## config.mk

```make
export PLATFORM = sky130hd
export DESIGN_NAME = spi_reg_link
export DESIGN_NICKNAME = d
export VERILOG_FILES = /design/src/verilog/spi_link_pkg.sv /design/src/verilog/spi_reg_link.sv /design/src/verilog/spi_target.sv /design/src/verilog/spi_master.sv /design/src/verilog/sclk_gen.sv
export SDC_FILE = /design/constraint.sdc
export NUM_CORES = 1
export LEC_CHECK = 0
export BUFFER_PORTS_ARGS = -buffer_cell sky130_fd_sc_hd__buf_2
export CORE_ASPECT_RATIO = 0.75
export CORE_UTILIZATION = 55
export DETAILED_ROUTE_END_ITERATION = 8
export GPL_ROUTABILITY_DRIVEN = 1
export PLACE_DENSITY = 0.77
export SETUP_SLACK_MARGIN = 0.15
export SYNTH_ARGS = -nofsm -noshare
export SYNTH_HDL_FRONTEND = slang
export SYNTH_HIERARCHICAL = 1
export SYNTH_SLANG_ARGS = --single-unit
```

## constraint.sdc

```tcl
create_clock -name clk -period 6.91 [get_ports clk]
set_clock_uncertainty 0.1 [all_clocks]
set_input_delay 0.691 -clock clk [delete_from_list [all_inputs] [get_ports clk]]
set_output_delay 0.691 -clock clk [all_outputs]
set_load 0.02 [all_outputs]
```

## src/verilog/spi_link_pkg.sv

```systemverilog
package spi_link_pkg;

  localparam int NUM_REGS    = 8;
  localparam int CMD_BITS    = 12;  // Flag, address and data
  localparam int HDR_BITS    = 4;   // Flag and address only
  localparam int DIV_HALF    = 4;   // clk cycles per sclk half period
  localparam int READ_GAP    = 16;  // cs high between header and data
  localparam int WR_FLAG_BIT = 11;

  localparam int ADDR_BITS = 3;
  localparam int DATA_BITS = 8;

  // Counter widths
  localparam int BCNT_BITS = $clog2(CMD_BITS + 1);
  localparam int GAP_BITS  = $clog2(READ_GAP);
  localparam int DIV_BITS  = $clog2(DIV_HALF);

  typedef logic [CMD_BITS-1:0]           cmd_t;
  typedef logic [ADDR_BITS-1:0]          addr_t;
  typedef logic [DATA_BITS-1:0]          data_t;
  typedef logic [NUM_REGS*DATA_BITS-1:0] regs_t;  // Register 0 in low byte

  typedef logic [BCNT_BITS-1:0] bit_cnt_t;
  typedef logic [GAP_BITS-1:0]  gap_cnt_t;
  typedef logic [DIV_BITS-1:0]  div_cnt_t;

endpackage
```

## src/verilog/spi_reg_link.sv

```systemverilog
module spi_reg_link
  import spi_link_pkg::*;
(
  input  logic  clk,
  input  logic  rst_n,
  input  cmd_t  cmd_in,
  input  logic  cmd_vld,
  output logic  cmd_rdy,
  output logic  read_vld,
  output data_t read_data,
  output regs_t cfg_regs,
  output logic  sclk,
  output logic  cs,
  output logic  mosi,
  output logic  miso
);

  logic sclk_en;
  logic sclk_rise;
  logic sclk_fall;

  spi_master u_master (
    .clk       (clk),
    .rst_n     (rst_n),
    .cmd_in    (cmd_in),
    .cmd_vld   (cmd_vld),
    .cmd_rdy   (cmd_rdy),
    .sclk_rise (sclk_rise),
    .sclk_fall (sclk_fall),
    .sclk_en   (sclk_en),
    .cs        (cs),
    .mosi      (mosi),
    .miso      (miso),
    .read_vld  (read_vld),
    .read_data (read_data)
  );

  sclk_gen u_sclk_gen (
    .clk       (clk),
    .rst_n     (rst_n),
    .sclk_en   (sclk_en),
    .sclk      (sclk),
    .sclk_rise (sclk_rise),
    .sclk_fall (sclk_fall)
  );

  spi_target u_target (
    .clk      (clk),
    .rst_n    (rst_n),
    .sclk     (sclk),
    .cs       (cs),
    .mosi     (mosi),
    .miso     (miso),
    .cfg_regs (cfg_regs)
  );

endmodule

```

## src/verilog/spi_target.sv

```systemverilog
module spi_target
  import spi_link_pkg::*;
(
  input  logic  clk,
  input  logic  rst_n,
  input  logic  sclk,
  input  logic  cs,
  input  logic  mosi,
  output logic  miso,
  output regs_t cfg_regs
);

  logic [2:0]          sclk_q;
  logic [2:0]          cs_q;
  logic                sclk_rise;
  logic                sclk_fall;
  logic                cs_rise;
  logic                cs_fall;
  logic                collect;
  logic [CMD_BITS-2:0] rx_sh;
  cmd_t                frame;
  bit_cnt_t            bit_cnt;
  logic                rd_pend;
  logic                rd_active;
  addr_t               rd_addr;
  data_t               tx_sh;
  data_t               regs [NUM_REGS];

  always_ff @(posedge clk or negedge rst_n)
  begin
    if (!rst_n)
    begin
      sclk_q <= '0;
      cs_q   <= '1;  // Idle high, no false cs fall
    end
    else
    begin
      sclk_q <= {sclk_q[1:0], sclk};
      cs_q   <= {cs_q[1:0], cs};
    end
  end

  assign sclk_rise = sclk_q[1] & ~sclk_q[2];
  assign sclk_fall = ~sclk_q[1] & sclk_q[2];
  assign cs_rise   = cs_q[1] & ~cs_q[2];
  assign cs_fall   = ~cs_q[1] & cs_q[2];

  // Header and write bits only, never during read data
  assign collect = ~cs_q[1] && !rd_active && sclk_rise && (bit_cnt < bit_cnt_t'(CMD_BITS));
  assign frame   = {rx_sh, mosi};  // Word including the bit being sampled

  always_ff @(posedge clk)
  begin
    if (collect)
      rx_sh <= frame[CMD_BITS-2:0];
  end

  always_ff @(posedge clk or negedge rst_n)
  begin
    if (!rst_n)
    begin
      bit_cnt   <= '0;
      rd_pend   <= 1'b0;
      rd_active <= 1'b0;
      rd_addr   <= '0;
      tx_sh     <= '0;
      for (int i = 0; i < NUM_REGS; i++)
        regs[i] <= '0;
    end
    else if (cs_rise)
    begin
      bit_cnt   <= '0;    // Partial frame dropped, rd_pend kept
      rd_active <= 1'b0;
      tx_sh     <= '0;
    end
    else if (cs_fall && rd_pend)
    begin
      rd_pend   <= 1'b0;
      rd_active <= 1'b1;
      tx_sh     <= regs[rd_addr];
    end
    else if (rd_active && sclk_fall)
      tx_sh <= {tx_sh[DATA_BITS-2:0], 1'b0};
    else if (collect)
    begin
      bit_cnt <= bit_cnt + 1'b1;
      if (bit_cnt == bit_cnt_t'(HDR_BITS - 1) && !frame[HDR_BITS-1])
      begin
        rd_pend <= 1'b1;
        rd_addr <= frame[HDR_BITS-2:0];
      end
      if (bit_cnt == bit_cnt_t'(CMD_BITS - 1) && frame[WR_FLAG_BIT])
        regs[frame[WR_FLAG_BIT-1 -: ADDR_BITS]] <= frame[DATA_BITS-1:0];
    end
  end

  assign miso = tx_sh[DATA_BITS-1];

  always_comb
  begin
    for (int i = 0; i < NUM_REGS; i++)
      cfg_regs[i*DATA_BITS +: DATA_BITS] = regs[i];
  end

endmodule

```

## src/verilog/spi_master.sv

```systemverilog
module spi_master
  import spi_link_pkg::*;
(
  input  logic  clk,
  input  logic  rst_n,
  input  cmd_t  cmd_in,
  input  logic  cmd_vld,
  output logic  cmd_rdy,
  input  logic  sclk_rise,
  input  logic  sclk_fall,
  output logic  sclk_en,
  output logic  cs,
  output logic  mosi,
  input  logic  miso,
  output logic  read_vld,
  output data_t read_data
);

  typedef enum logic [2:0] {
    ST_IDLE,
    ST_WR_SHIFT,
    ST_WR_FIN,
    ST_HDR_SHIFT,
    ST_GAP,
    ST_RD_SHIFT,
    ST_RD_FIN
  } state_t;

  state_t   state;
  bit_cnt_t bit_cnt;
  bit_cnt_t last_bit;
  gap_cnt_t gap_cnt;
  cmd_t     tx_sh;
  data_t    rx_sh;
  logic     accept;
  logic     shifting;

  assign accept   = cmd_vld && cmd_rdy;
  assign shifting = (state == ST_WR_SHIFT) || (state == ST_HDR_SHIFT);
  assign last_bit = (state == ST_WR_SHIFT) ? bit_cnt_t'(CMD_BITS - 1)
                                           : bit_cnt_t'(HDR_BITS - 1);

  always_ff @(posedge clk or negedge rst_n)
  begin
    if (!rst_n)
    begin
      state    <= ST_IDLE;
      cmd_rdy  <= 1'b1;
      sclk_en  <= 1'b0;
      cs       <= 1'b1;
      mosi     <= 1'b0;
      read_vld <= 1'b0;
      bit_cnt  <= '0;
      gap_cnt  <= '0;
    end
    else
    begin
      read_vld <= 1'b0;
      case (state)
        ST_IDLE:
        begin
          if (accept)
          begin
            cmd_rdy <= 1'b0;
            cs      <= 1'b0;
            sclk_en <= 1'b1;
            mosi    <= cmd_in[WR_FLAG_BIT];  // MSB ready before first rise
            bit_cnt <= '0;
            state   <= cmd_in[WR_FLAG_BIT] ? ST_WR_SHIFT : ST_HDR_SHIFT;
          end
        end
        ST_WR_SHIFT, ST_HDR_SHIFT:
        begin
          if (sclk_fall)
          begin
            if (bit_cnt == last_bit)
            begin
              sclk_en <= 1'b0;
              cs      <= 1'b1;
              mosi    <= 1'b0;
              gap_cnt <= '0;
              state   <= (state == ST_WR_SHIFT) ? ST_WR_FIN : ST_GAP;
            end
            else
            begin
              bit_cnt <= bit_cnt + 1'b1;
              mosi    <= tx_sh[CMD_BITS-2];
            end
          end
        end
        ST_WR_FIN:
        begin
          cmd_rdy <= 1'b1;
          state   <= ST_IDLE;
        end
        ST_GAP:
        begin
          if (gap_cnt == gap_cnt_t'(READ_GAP - 1))
          begin
            cs      <= 1'b0;
            sclk_en <= 1'b1;
            bit_cnt <= '0;
            state   <= ST_RD_SHIFT;
          end
          else
            gap_cnt <= gap_cnt + 1'b1;
        end
        ST_RD_SHIFT:
        begin
          if (sclk_rise)
          begin
            if (bit_cnt == bit_cnt_t'(DATA_BITS - 1))
              state <= ST_RD_FIN;
            else
              bit_cnt <= bit_cnt + 1'b1;
          end
        end
        ST_RD_FIN:
        begin
          if (sclk_fall)  // Let sclk settle low before cs rises
          begin
            sclk_en  <= 1'b0;
            cs       <= 1'b1;
            read_vld <= 1'b1;
            cmd_rdy  <= 1'b1;
            state    <= ST_IDLE;
          end
        end
        default:
          state <= ST_IDLE;
      endcase
    end
  end

  // Shift registers and read result
  always_ff @(posedge clk)
  begin
    if (accept)
      tx_sh <= cmd_in;
    else if (shifting && sclk_fall)
      tx_sh <= {tx_sh[CMD_BITS-2:0], 1'b0};

    if (state == ST_RD_SHIFT && sclk_rise)
      rx_sh <= {rx_sh[DATA_BITS-2:0], miso};

    if (state == ST_RD_FIN && sclk_fall)
      read_data <= rx_sh;
  end

endmodule

```

## src/verilog/sclk_gen.sv

```systemverilog
module sclk_gen
  import spi_link_pkg::*;
(
  input  logic clk,
  input  logic rst_n,
  input  logic sclk_en,
  output logic sclk,
  output logic sclk_rise,
  output logic sclk_fall
);

  div_cnt_t div_cnt;

  always_ff @(posedge clk or negedge rst_n)
  begin
    if (!rst_n)
    begin
      div_cnt   <= '0;
      sclk      <= 1'b0;
      sclk_rise <= 1'b0;
      sclk_fall <= 1'b0;
    end
    else if (!sclk_en)
    begin
      div_cnt   <= '0;    // Park low, restart on next enable
      sclk      <= 1'b0;
      sclk_rise <= 1'b0;
      sclk_fall <= 1'b0;
    end
    else
    begin
      sclk_rise <= 1'b0;
      sclk_fall <= 1'b0;
      if (div_cnt == div_cnt_t'(DIV_HALF - 1))
      begin
        div_cnt   <= '0;
        sclk      <= ~sclk;
        sclk_rise <= ~sclk;  // Strobe aligned with new level
        sclk_fall <= sclk;
      end
      else
        div_cnt <= div_cnt + 1'b1;
    end
  end

endmodule

```

==> impl_metrics.ini, run 1 <==
[outcome]
status = complete, no violations

[logic_synthesis]
syn_inst = 446
ys_ff_latch = 146
async_flop_share_pct = 74.0
ys.warnings.count = 6
synthTopCellsByCount = dfrtp_1, mux2_2, edfxtp_1, mux2_4, o21ai_0
ys_seq_area_share_pct = 59.9
yosys_most_used_dff = dfrtp_1
syn-num-nets = 466
synth_area_leader_cell = dfrtp_1
synth_area_leaders = dfrtp_1, edfxtp_1, mux2_2
avgSynthCellArea_um2 = 14.4
synthDistinctLibCells = 57
synthesis.area_um2 = 6430
synth_edf_count = 38
synth_top_cell_area_share_pct = 40.1
yosysMostFrequentCell = dfrtp_1

[sta]
whs_ps = 203
hold_viol = 0
worst_slew_pin_slew_ps = 1120
setup_tns_ps = 0
drv_slew = 0
period_needed_ps = 2840
setup_viol = 0
rsz0062_at_grt = false
fin_crit_sh_pct = 41.0
relSlewSlack_pct = 25.2
max_freq_mhz = 353

[cts]
clk_path_buf_depth = 2
cts-resized-gates = 0
holdBufCountCts = 0
cts_tree = done
root_buffer = clkbuf_16
htree_levels = 4
clk_pin_slew_worst_paths_ps = 60
numCtsBuffers = 17
clock_latency_ps = 420
cts_sinks = 146
cts_setup_buffers = 0

[placed_design]
placement.io_buffers = 92
dp_hpwl_um = 9370
place_congestion = 0.846

[drt]
vias = 4110
drt-vias-per-instance = 5.95
ant_nets = 0
drtIter0Drc = 397
drt-pass1-iter-count = 4
wl_per_cell_um = 20.1
wl_um = 13900
drc = 0

[floorplanning]
die_x_um = 127
initial_utilization_pct = 57.6
dieHeight_um = 95.6
ios = 93
die_area_um2 = 12100
core_um2 = 11100
fp-row-count = 33

[final_layout]
antenna_cells = 0
drive_above_1_share_pct = 41.2
area_growth_pct = 18.0
nNetsFinal = 559

[global_routing]
gr-total-overflow = 0
antenna_found_initial = 0
grt_pass1_vias = 4044
grt_start_max_net_pins = 58
grtUsageTotal_pct = 25.0
grt_pass1_wl_um = 22300

[worst_setup_path]
start_kind = flop
crit_required_ps = 7110
cp_max_fo = 12
crit_type = reg -> reg
cp-end-kind = flop
critical_path_arrival_ps = 3030

[power_and_ir_drop]
leakagePower_nw = 3.56
power_density_nw_per_um2 = 244
irDropWorstVdd_mv = 0.178

[job]
cap_viol_max_count = 0

[hold_path]
hp-class = in -> async
==> worst max-delay path, cell delays in order, from the launching register on <==
cell and delay, ps:
dfrtp_1 450, or4b_2 680, a21oi_1 880, o21ai_0 280, mux2_2 320
==> layer usage <==
| metal | track usage [%] | vias up | share of wire [%] |
|---|---|---|---|
| met5 | 0 | - | 0 |
| met4 | 9.03 | 0 | 1.6 |
| met3 | 5.95 | 23 | 6.9 |
| met2 | 37.3 | 135 | 46 |
| met1 | 35.9 | 2104 | 46 |
| li1 | - | 1848 | - |
==> power by group <==
part / switching (W) / total, W / internal (W)
logic: 0.0000134 / 0.0000170 / 0.00000358
clock network: 0.000353 / 0.000952 / 0.000599
registers: 0 / 0.000882 / 0.000882
total: 0.000367 / 0.00185 / 0.00149
==> registers in the layout, summed over array words and instances, names as in the netlist, 2 cells and up <==
signal / count
u_master/bit_cnt: 4
u_master/gap_cnt: 4
u_master/read_data: 8
u_master/rx_sh: 8
u_master/state: 3
u_master/tx_sh: 11
u_sclk_gen/div_cnt: 2
u_target/bit_cnt: 4
u_target/cfg_regs: 64
u_target/cs_q: 3
u_target/rd_addr: 3
u_target/rx_sh: 11
u_target/sclk_q: 3
u_target/tx_sh: 8
==> cell type report <==
type,instances,area [um^2]
repair buffers,94,478
inverters,4,15.0
flip-flops and latches,146,3850
fillers,787,3560
well taps,140,175
multi-input cells,276,2450
clock inverters,11,151
clock buffers,20,468
==> path summary, 6_finish.rpt <==
kind,cells after the start,to,slack [ps],start
hold / removal,1,u_master/gap_cnt[2],200,rst_n
max in group asynchronous,2,u_target/cfg_regs[58],5310,rst_n
setup reg to reg,4,u_target/bit_cnt[0],4070,u_target/rd_active
setup / recovery,4,u_target/bit_cnt[0],4070,u_target/rd_active
hold reg to reg,0,u_target/sclk_q[1],250,u_target/sclk_q[0]
min in group clk,0,u_target/sclk_q[1],250,u_target/sclk_q[0]
==> layout by cell type, fill, tap and decap left out, types with 5 or more instances in the layout <==
cell type,netlist,final
clkbuf_16,0,18
o21ai_0,25,25
mux2_4,25,25
a21oi_1,10,10
nand2b_1,8,8
edfxtp_1,38,38
nor2_1,20,20
ha_1,5,5
dfrtp_1,103,103
nand3_1,5,5
mux2i_1,23,23
and3_1,5,5
mux4_2,8,8
nand2_1,23,23
dfstp_2,5,5
a221oi_1,7,7
buf_2,6,91
mux2_2,56,56
==> metrics by stage <==
| stage | worst slack, ps | power [W] | area (um^2) | std cells | util (%) |
|---|---|---|---|---|---|
| detailed placement | 4110 | 0.000917 | 6970 | 660 | 62.5 |
| finish | 4070 | 0.00185 | 7590 | 691 | 68.0 |
| floorplan | 4470 | 0.000899 | 6430 | 446 | - |
| CTS | 4070 | 0.00187 | 7590 | 691 | 68.0 |
| global placement | 4240 | 0.000916 | 6970 | 660 | 62.5 |
| global route | 3890 | 0.00191 | 7590 | 691 | 68.0 |
==> kinds of logic (layout without fill, tap and decap cells) <==
family          count (synthesis)  after routing  synth area share [%]
xor+xnor                        3              3                 0.409
flops                         146            146                  59.9
compound gates                 57             57                  5.72
simple gates                   99             99                  8.96
buf+inv                        24            129                  1.99
fa+ha+maj                       5              5                 0.974
mux                           112            112                  22.0
(Power assumes the default switching activity.)
==> run 2, diff against run 1 <==
==> constraint.sdc (replaced) <==
create_clock -name clk -period 3 [get_ports clk]
set_clock_uncertainty 0.1 [all_clocks]
set_input_delay 0.3 -clock clk [delete_from_list [all_inputs] [get_ports clk]]
set_output_delay 0.3 -clock clk [all_outputs]
set_load 0.02 [all_outputs]
==> run 2 against run 1 <==
Non-clock buffer count is 4 higher. Clock-buffer cell count shrank 1. Sequential cell count did not move. Sequential power grew 130%. Worst setup slack got worse by 3600 ps. Design area up 0.45%. Global-route usage down 0.58 points. Maximum frequency up 12%. Sequential share of layout area shrank 0.22 points. Routed wire length is 0.47% lower. Die area unchanged. Final cell count grew 0.72%. Highest routed layer unchanged.
==> impl_metrics.ini, run 2 (synthesized netlist as in run 1, its figures left out) <==
[worst_setup_path]
path_cells = nand3b_1, nand3_2, or4_1, mux2_4
cp-end-kind = flop
crit_family = simple AND/OR/NAND/NOR gates
critPathBufInv = 0
critPathMaxStageDelay_ps = 840
crit_type = reg -> reg
start_kind = flop
critical_path_arrival_ps = 2740
cpMaxStageDelayCell = or4_1
cp_max_fo = 8
crit_required_ps = 3200

[placed_design]
place_inst = 663
placement.io_buffers = 92
dp_slack_ps = 477
dp_hpwl_um = 9390
place_congestion = 0.839

[final_layout]
drive_above_1_share_pct = 41.2
layout_commonest_cell = dfrtp_1
nNetsFinal = 563
area_growth_pct = 18.6
fillers = 779
largest_reg_flops = 64
antenna_cells = 0
layout.cells.non_filler = 696
final_cell_mix = dfrtp_1, buf_2, mux2_2, edfxtp_1

[drt]
drt-vias-per-instance = 6.00
wl_per_cell_um = 19.9
ant_nets = 0
drc = 0
wl_um = 13800
vias = 4176
drtIter0Drc = 300
drt-pass1-iter-count = 5

[floorplanning]
initial_utilization_pct = 57.6
fp-row-count = 33
ios = 93
dieHeight_um = 95.6
core_um2 = 11100
die_x_um = 127
die_area_um2 = 12100

[sta]
rsz0062_at_grt = false
hold_viol = 0
worst_slew_pin_slew_ps = 804
period_needed_ps = 2540
fin_crit_sh_pct = 84.7
setup_slack_ps = 458
max_freq_mhz = 393
whs_ps = 76.5
setup_tns_ps = 0
drv_slew = 0
setup_viol = 0
relSlewSlack_pct = 46.2

[global_routing]
grt_pass1_vias = 3992
grtUsageTotal_pct = 24.4
grt_pass1_wl_um = 21700
gr-total-overflow = 0
grt_start_max_net_pins = 58
antenna_found_initial = 0

[cts]
htree_levels = 4
cts_tree = done
root_buffer = clkbuf_16
clk_pin_slew_worst_paths_ps = 60
cts_sinks = 146
clk_path_buf_depth = 2
holdBufCountCts = 1
cts_setup_buffers = 0
numCtsBuffers = 17
cts-resized-gates = 0
clock_latency_ps = 420

[job]
cap_viol_max_count = 0

[power_and_ir_drop]
finalPower_w = 0.00419
power_density_nw_per_um2 = 550
leakagePower_nw = 3.56
irDropWorstVdd_mv = 0.420

[hold_path]
hp-class = in -> reg

[outcome]
status = complete, no violations
==> run 2: path summary, 6_finish.rpt <==
| kind | endpoint | slack (ps) | start | cells past startpoint |
|---|---|---|---|---|
| setup / recovery | u_target/cfg_regs[30] | 460 | u_target/cs_q[1] | 4 |
| hold / removal | u_master/tx_sh[5] | 80 | cmd_in[5] | 2 |
| setup reg to reg | u_target/cfg_regs[30] | 460 | u_target/cs_q[1] | 4 |
| hold reg to reg | u_target/sclk_q[1] | 260 | u_target/sclk_q[0] | 0 |
| max in group asynchronous | u_target/cfg_regs[20] | 1700 | rst_n | 3 |
| min in group asynchronous | u_master/gap_cnt[0] | 380 | rst_n | 2 |
==> run 2: metal layers <==
layer	part of all wire (%)	global-route usage [%]	up-vias
met2	45	34.9	142
met3	6.3	6.29	10
met1	48	35.6	2158
li1	-	-	1866
met5	0	0	-
met4	0.98	9.92	0
==> run 2: worst register-to-register path, cell delays in order, from the launching register on <==
cell and delay, ps:
dfstp_2 590, nand3b_1 310, nand3_2 180, or4_1 840, mux2_4 410
==> run 2: cell type report <==
type,instances,area (um^2),share of cell area (%)
sequential,146,3850,50.5
inverter,4,15.0,0.197
clock buffer,19,433,5.68
timing repair buffer,98,536,7.03
clock inverter,13,163,2.13
multi-input combinational,276,2450,32.1
tap,140,175,2.30
==> run 2: power by group <==
part           switching [W]  total [W]  leakage [nW]  internal (W)
Sequential                 0    0.00203          1.71       0.00203
Clock               0.000813    0.00212         0.273       0.00130
Combinational      0.0000317  0.0000435          1.58     0.0000118
Total               0.000844    0.00419          3.56       0.00335
==> run 2: through the flow <==
step | utilization, % | instance area [um^2]
2_1_floorplan | - | 6430
3_3_place_gp | 62.9 | 7010
3_5_place_dp | 62.9 | 7010
4_1_cts | 68.4 | 7620
5_1_grt | 68.4 | 7620
6_report | 68.4 | 7620
==> run 3, diff against run 2 <==
--- a/config.mk
+++ b/config.mk
@@ -7,10 +7,10 @@
 export LEC_CHECK = 0
 export BUFFER_PORTS_ARGS = -buffer_cell sky130_fd_sc_hd__buf_2
 export CORE_ASPECT_RATIO = 0.75
-export CORE_UTILIZATION = 55
+export CORE_UTILIZATION = 51
 export DETAILED_ROUTE_END_ITERATION = 8
 export GPL_ROUTABILITY_DRIVEN = 1
-export PLACE_DENSITY = 0.77
+export PLACE_DENSITY = 0.75
 export SETUP_SLACK_MARGIN = 0.15
 export SYNTH_ARGS = -nofsm -noshare
 export SYNTH_HDL_FRONTEND = slang
==> constraint.sdc (replaced) <==
create_clock -name clk -period 2.2 [get_ports clk]
set_clock_uncertainty 0.1 [all_clocks]
set_input_delay 0.22 -clock clk [delete_from_list [all_inputs] [get_ports clk]]
set_output_delay 0.22 -clock clk [all_outputs]
set_load 0.02 [all_outputs]
==> run 3 against run 2 <==
The flow now finishes with violations (DRC). Register-to-register slack got worse by 390 ps. Worst hold slack got worse by 60 ps. Design area increased by 5.9%. Final cell count increased by 9.6%. Maximum frequency increased by 19%. Power increased by 32%. Routed wire length increased by 5.8%. Highest routed layer unchanged. Worst setup slack got worse by 390 ps. Critical endpoint unchanged.
==> impl_metrics.ini, run 3 (synthesized netlist as in run 1, its figures left out) <==
[drt]
wl_um = 14600
wl_per_cell_um = 19.2
drtIter0Drc = 367
vias = 4341
drt-pass1-iter-count = 7
ant_nets = 0
drt-vias-per-instance = 5.69
drc = 2

[sta]
fin_crit_sh_pct = 96.9
relSlewSlack_pct = 59.0
worst_slew_pin_slew_ps = 612
rsz0062_at_grt = true
hold_viol = 0
period_needed_ps = 2130
max_freq_mhz = 469
drv_slew = 0
setup_viol = 0
setup_tns_ps = 0

[final_layout]
final_util_pct = 65.8
drive_above_1_share_pct = 46.9
layout_commonest_cell = dfrtp_1
antenna_cells = 0
area_growth_pct = 25.6
nNetsFinal = 604
final_cell_mix = dfrtp_1, buf_2, mux2_2, edfxtp_1, mux2_4
largest_reg_flops = 64

[global_routing]
gr-total-overflow = 0
grtUsageMet3_pct = 5.20
antenna_found_initial = 0
grt_util_met2_pct = 35.4
grt_start_max_net_pins = 109
grtUsageTotal_pct = 23.7
use_met1_pct = 34.5
grt_pass1_wl_um = 23700
grt_busiest_layer = met2
grt_pass1_vias = 4310

[floorplanning]
dieHeight_um = 99.2
die_area_um2 = 13100
ios = 93
fp-row-count = 35
core_um2 = 12300
initial_utilization_pct = 52.4
die_x_um = 132

[cts]
root_buffer = clkbuf_16
clk_pin_slew_worst_paths_ps = 60
htree_levels = 4
numCtsBuffers = 17
cts_tree = done
clock_latency_ps = 410
clk_path_buf_depth = 2
cts_sinks = 146

[worst_setup_path]
cp-end-kind = flop
path_cells = nand3b_1, nand3_4, or4_4, buf_8, mux2_4
cp_max_fo = 8
crit_type = reg -> reg
start_kind = flop
cpMaxStageDelayCell = dfstp_2
crit_required_ps = 2390
critPathBufInv = 1
crit_family = simple AND/OR/NAND/NOR gates
critical_path_arrival_ps = 2320
critPathMaxStageDelay_ps = 570

[job]
cap_viol_max_count = 0

[outcome]
status = finished, violations left
violations = DRC

[placed_design]
place_congestion = 0.879
dp_hpwl_um = 9810
placement.io_buffers = 92

[power_and_ir_drop]
power_density_nw_per_um2 = 684
irDropWorstVdd_mv = 0.548
leakagePower_nw = 3.77
finalPower_w = 0.00552

[hold_path]
hp-class = in -> reg
run 3: final cells by class:
class	count	area, um^2
Inverter	4	15.0
Sequential cell	146	3850
Tap cell	166	208
Clock inverter	12	95.1
Fill cell	882	4190
Clock buffer	20	458
Timing Repair Buffer	139	902
Multi-Input combinational cell	276	2540
run 3: worst paths after layout:
kind	start	to	slack [ps]	cells past startpoint
setup / recovery	u_target/cs_q[1]	u_target/cfg_regs[30]	70	5
hold / removal	cmd_in[4]	u_master/tx_sh[4]	20	2
setup reg to reg	u_target/cs_q[1]	u_target/cfg_regs[30]	70	5
hold reg to reg	u_target/sclk_q[0]	u_target/sclk_q[1]	250	0
max in group asynchronous	rst_n	u_target/bit_cnt[3]	1230	3
min in group asynchronous	rst_n	u_sclk_gen/div_cnt[0]	310	3
run 3: power breakdown:
group | internal [W] | switching [W]
Combinational | 0.0000231 | 0.0000442
Clock | 0.00153 | 0.00116
Sequential | 0.00277 | 0
run 3: worst register-to-register path, stage by stage, from the launching register on:
cell      delay (ps)
dfstp_2          570
nand3b_1         220
nand3_4          130
or4_4            510
buf_8            170
mux2_4           300
run 3: stage by stage:
stage | setup slack (ps) | instance area [um^2] | hold slack, ps | std cells
2_1_floorplan | 140 | 6440 | -176 | 446
3_3_place_gp | 73.0 | 7240 | 238 | 713
3_5_place_dp | 13.1 | 7240 | 236 | 713
4_1_cts | 84.3 | 7970 | 9.40 | 758
5_1_grt | 2.62 | 8070 | 15.5 | 763
6_report | 68.9 | 8070 | 16.4 | 763
run 3: routing by layer:
layer | wire length, um | share of wire, %
met1 | 6820 | 47
met2 | 6790 | 46
met3 | 823 | 5.6
met4 | 204 | 1.4
met5 | 0 | 0
run 3: what timing repair did:
| action | 4_1_cts | 5_1_grt |
|---|---|---|
| setup endpoints to repair | 56 | 84 |
| hold buffers | 8 | 0 |
| buffers inserted | 5 | 5 |
| hold endpoints to repair | 110 | 0 |
| pin swaps | 5 | 6 |
| resized for setup | 19 | 17 |
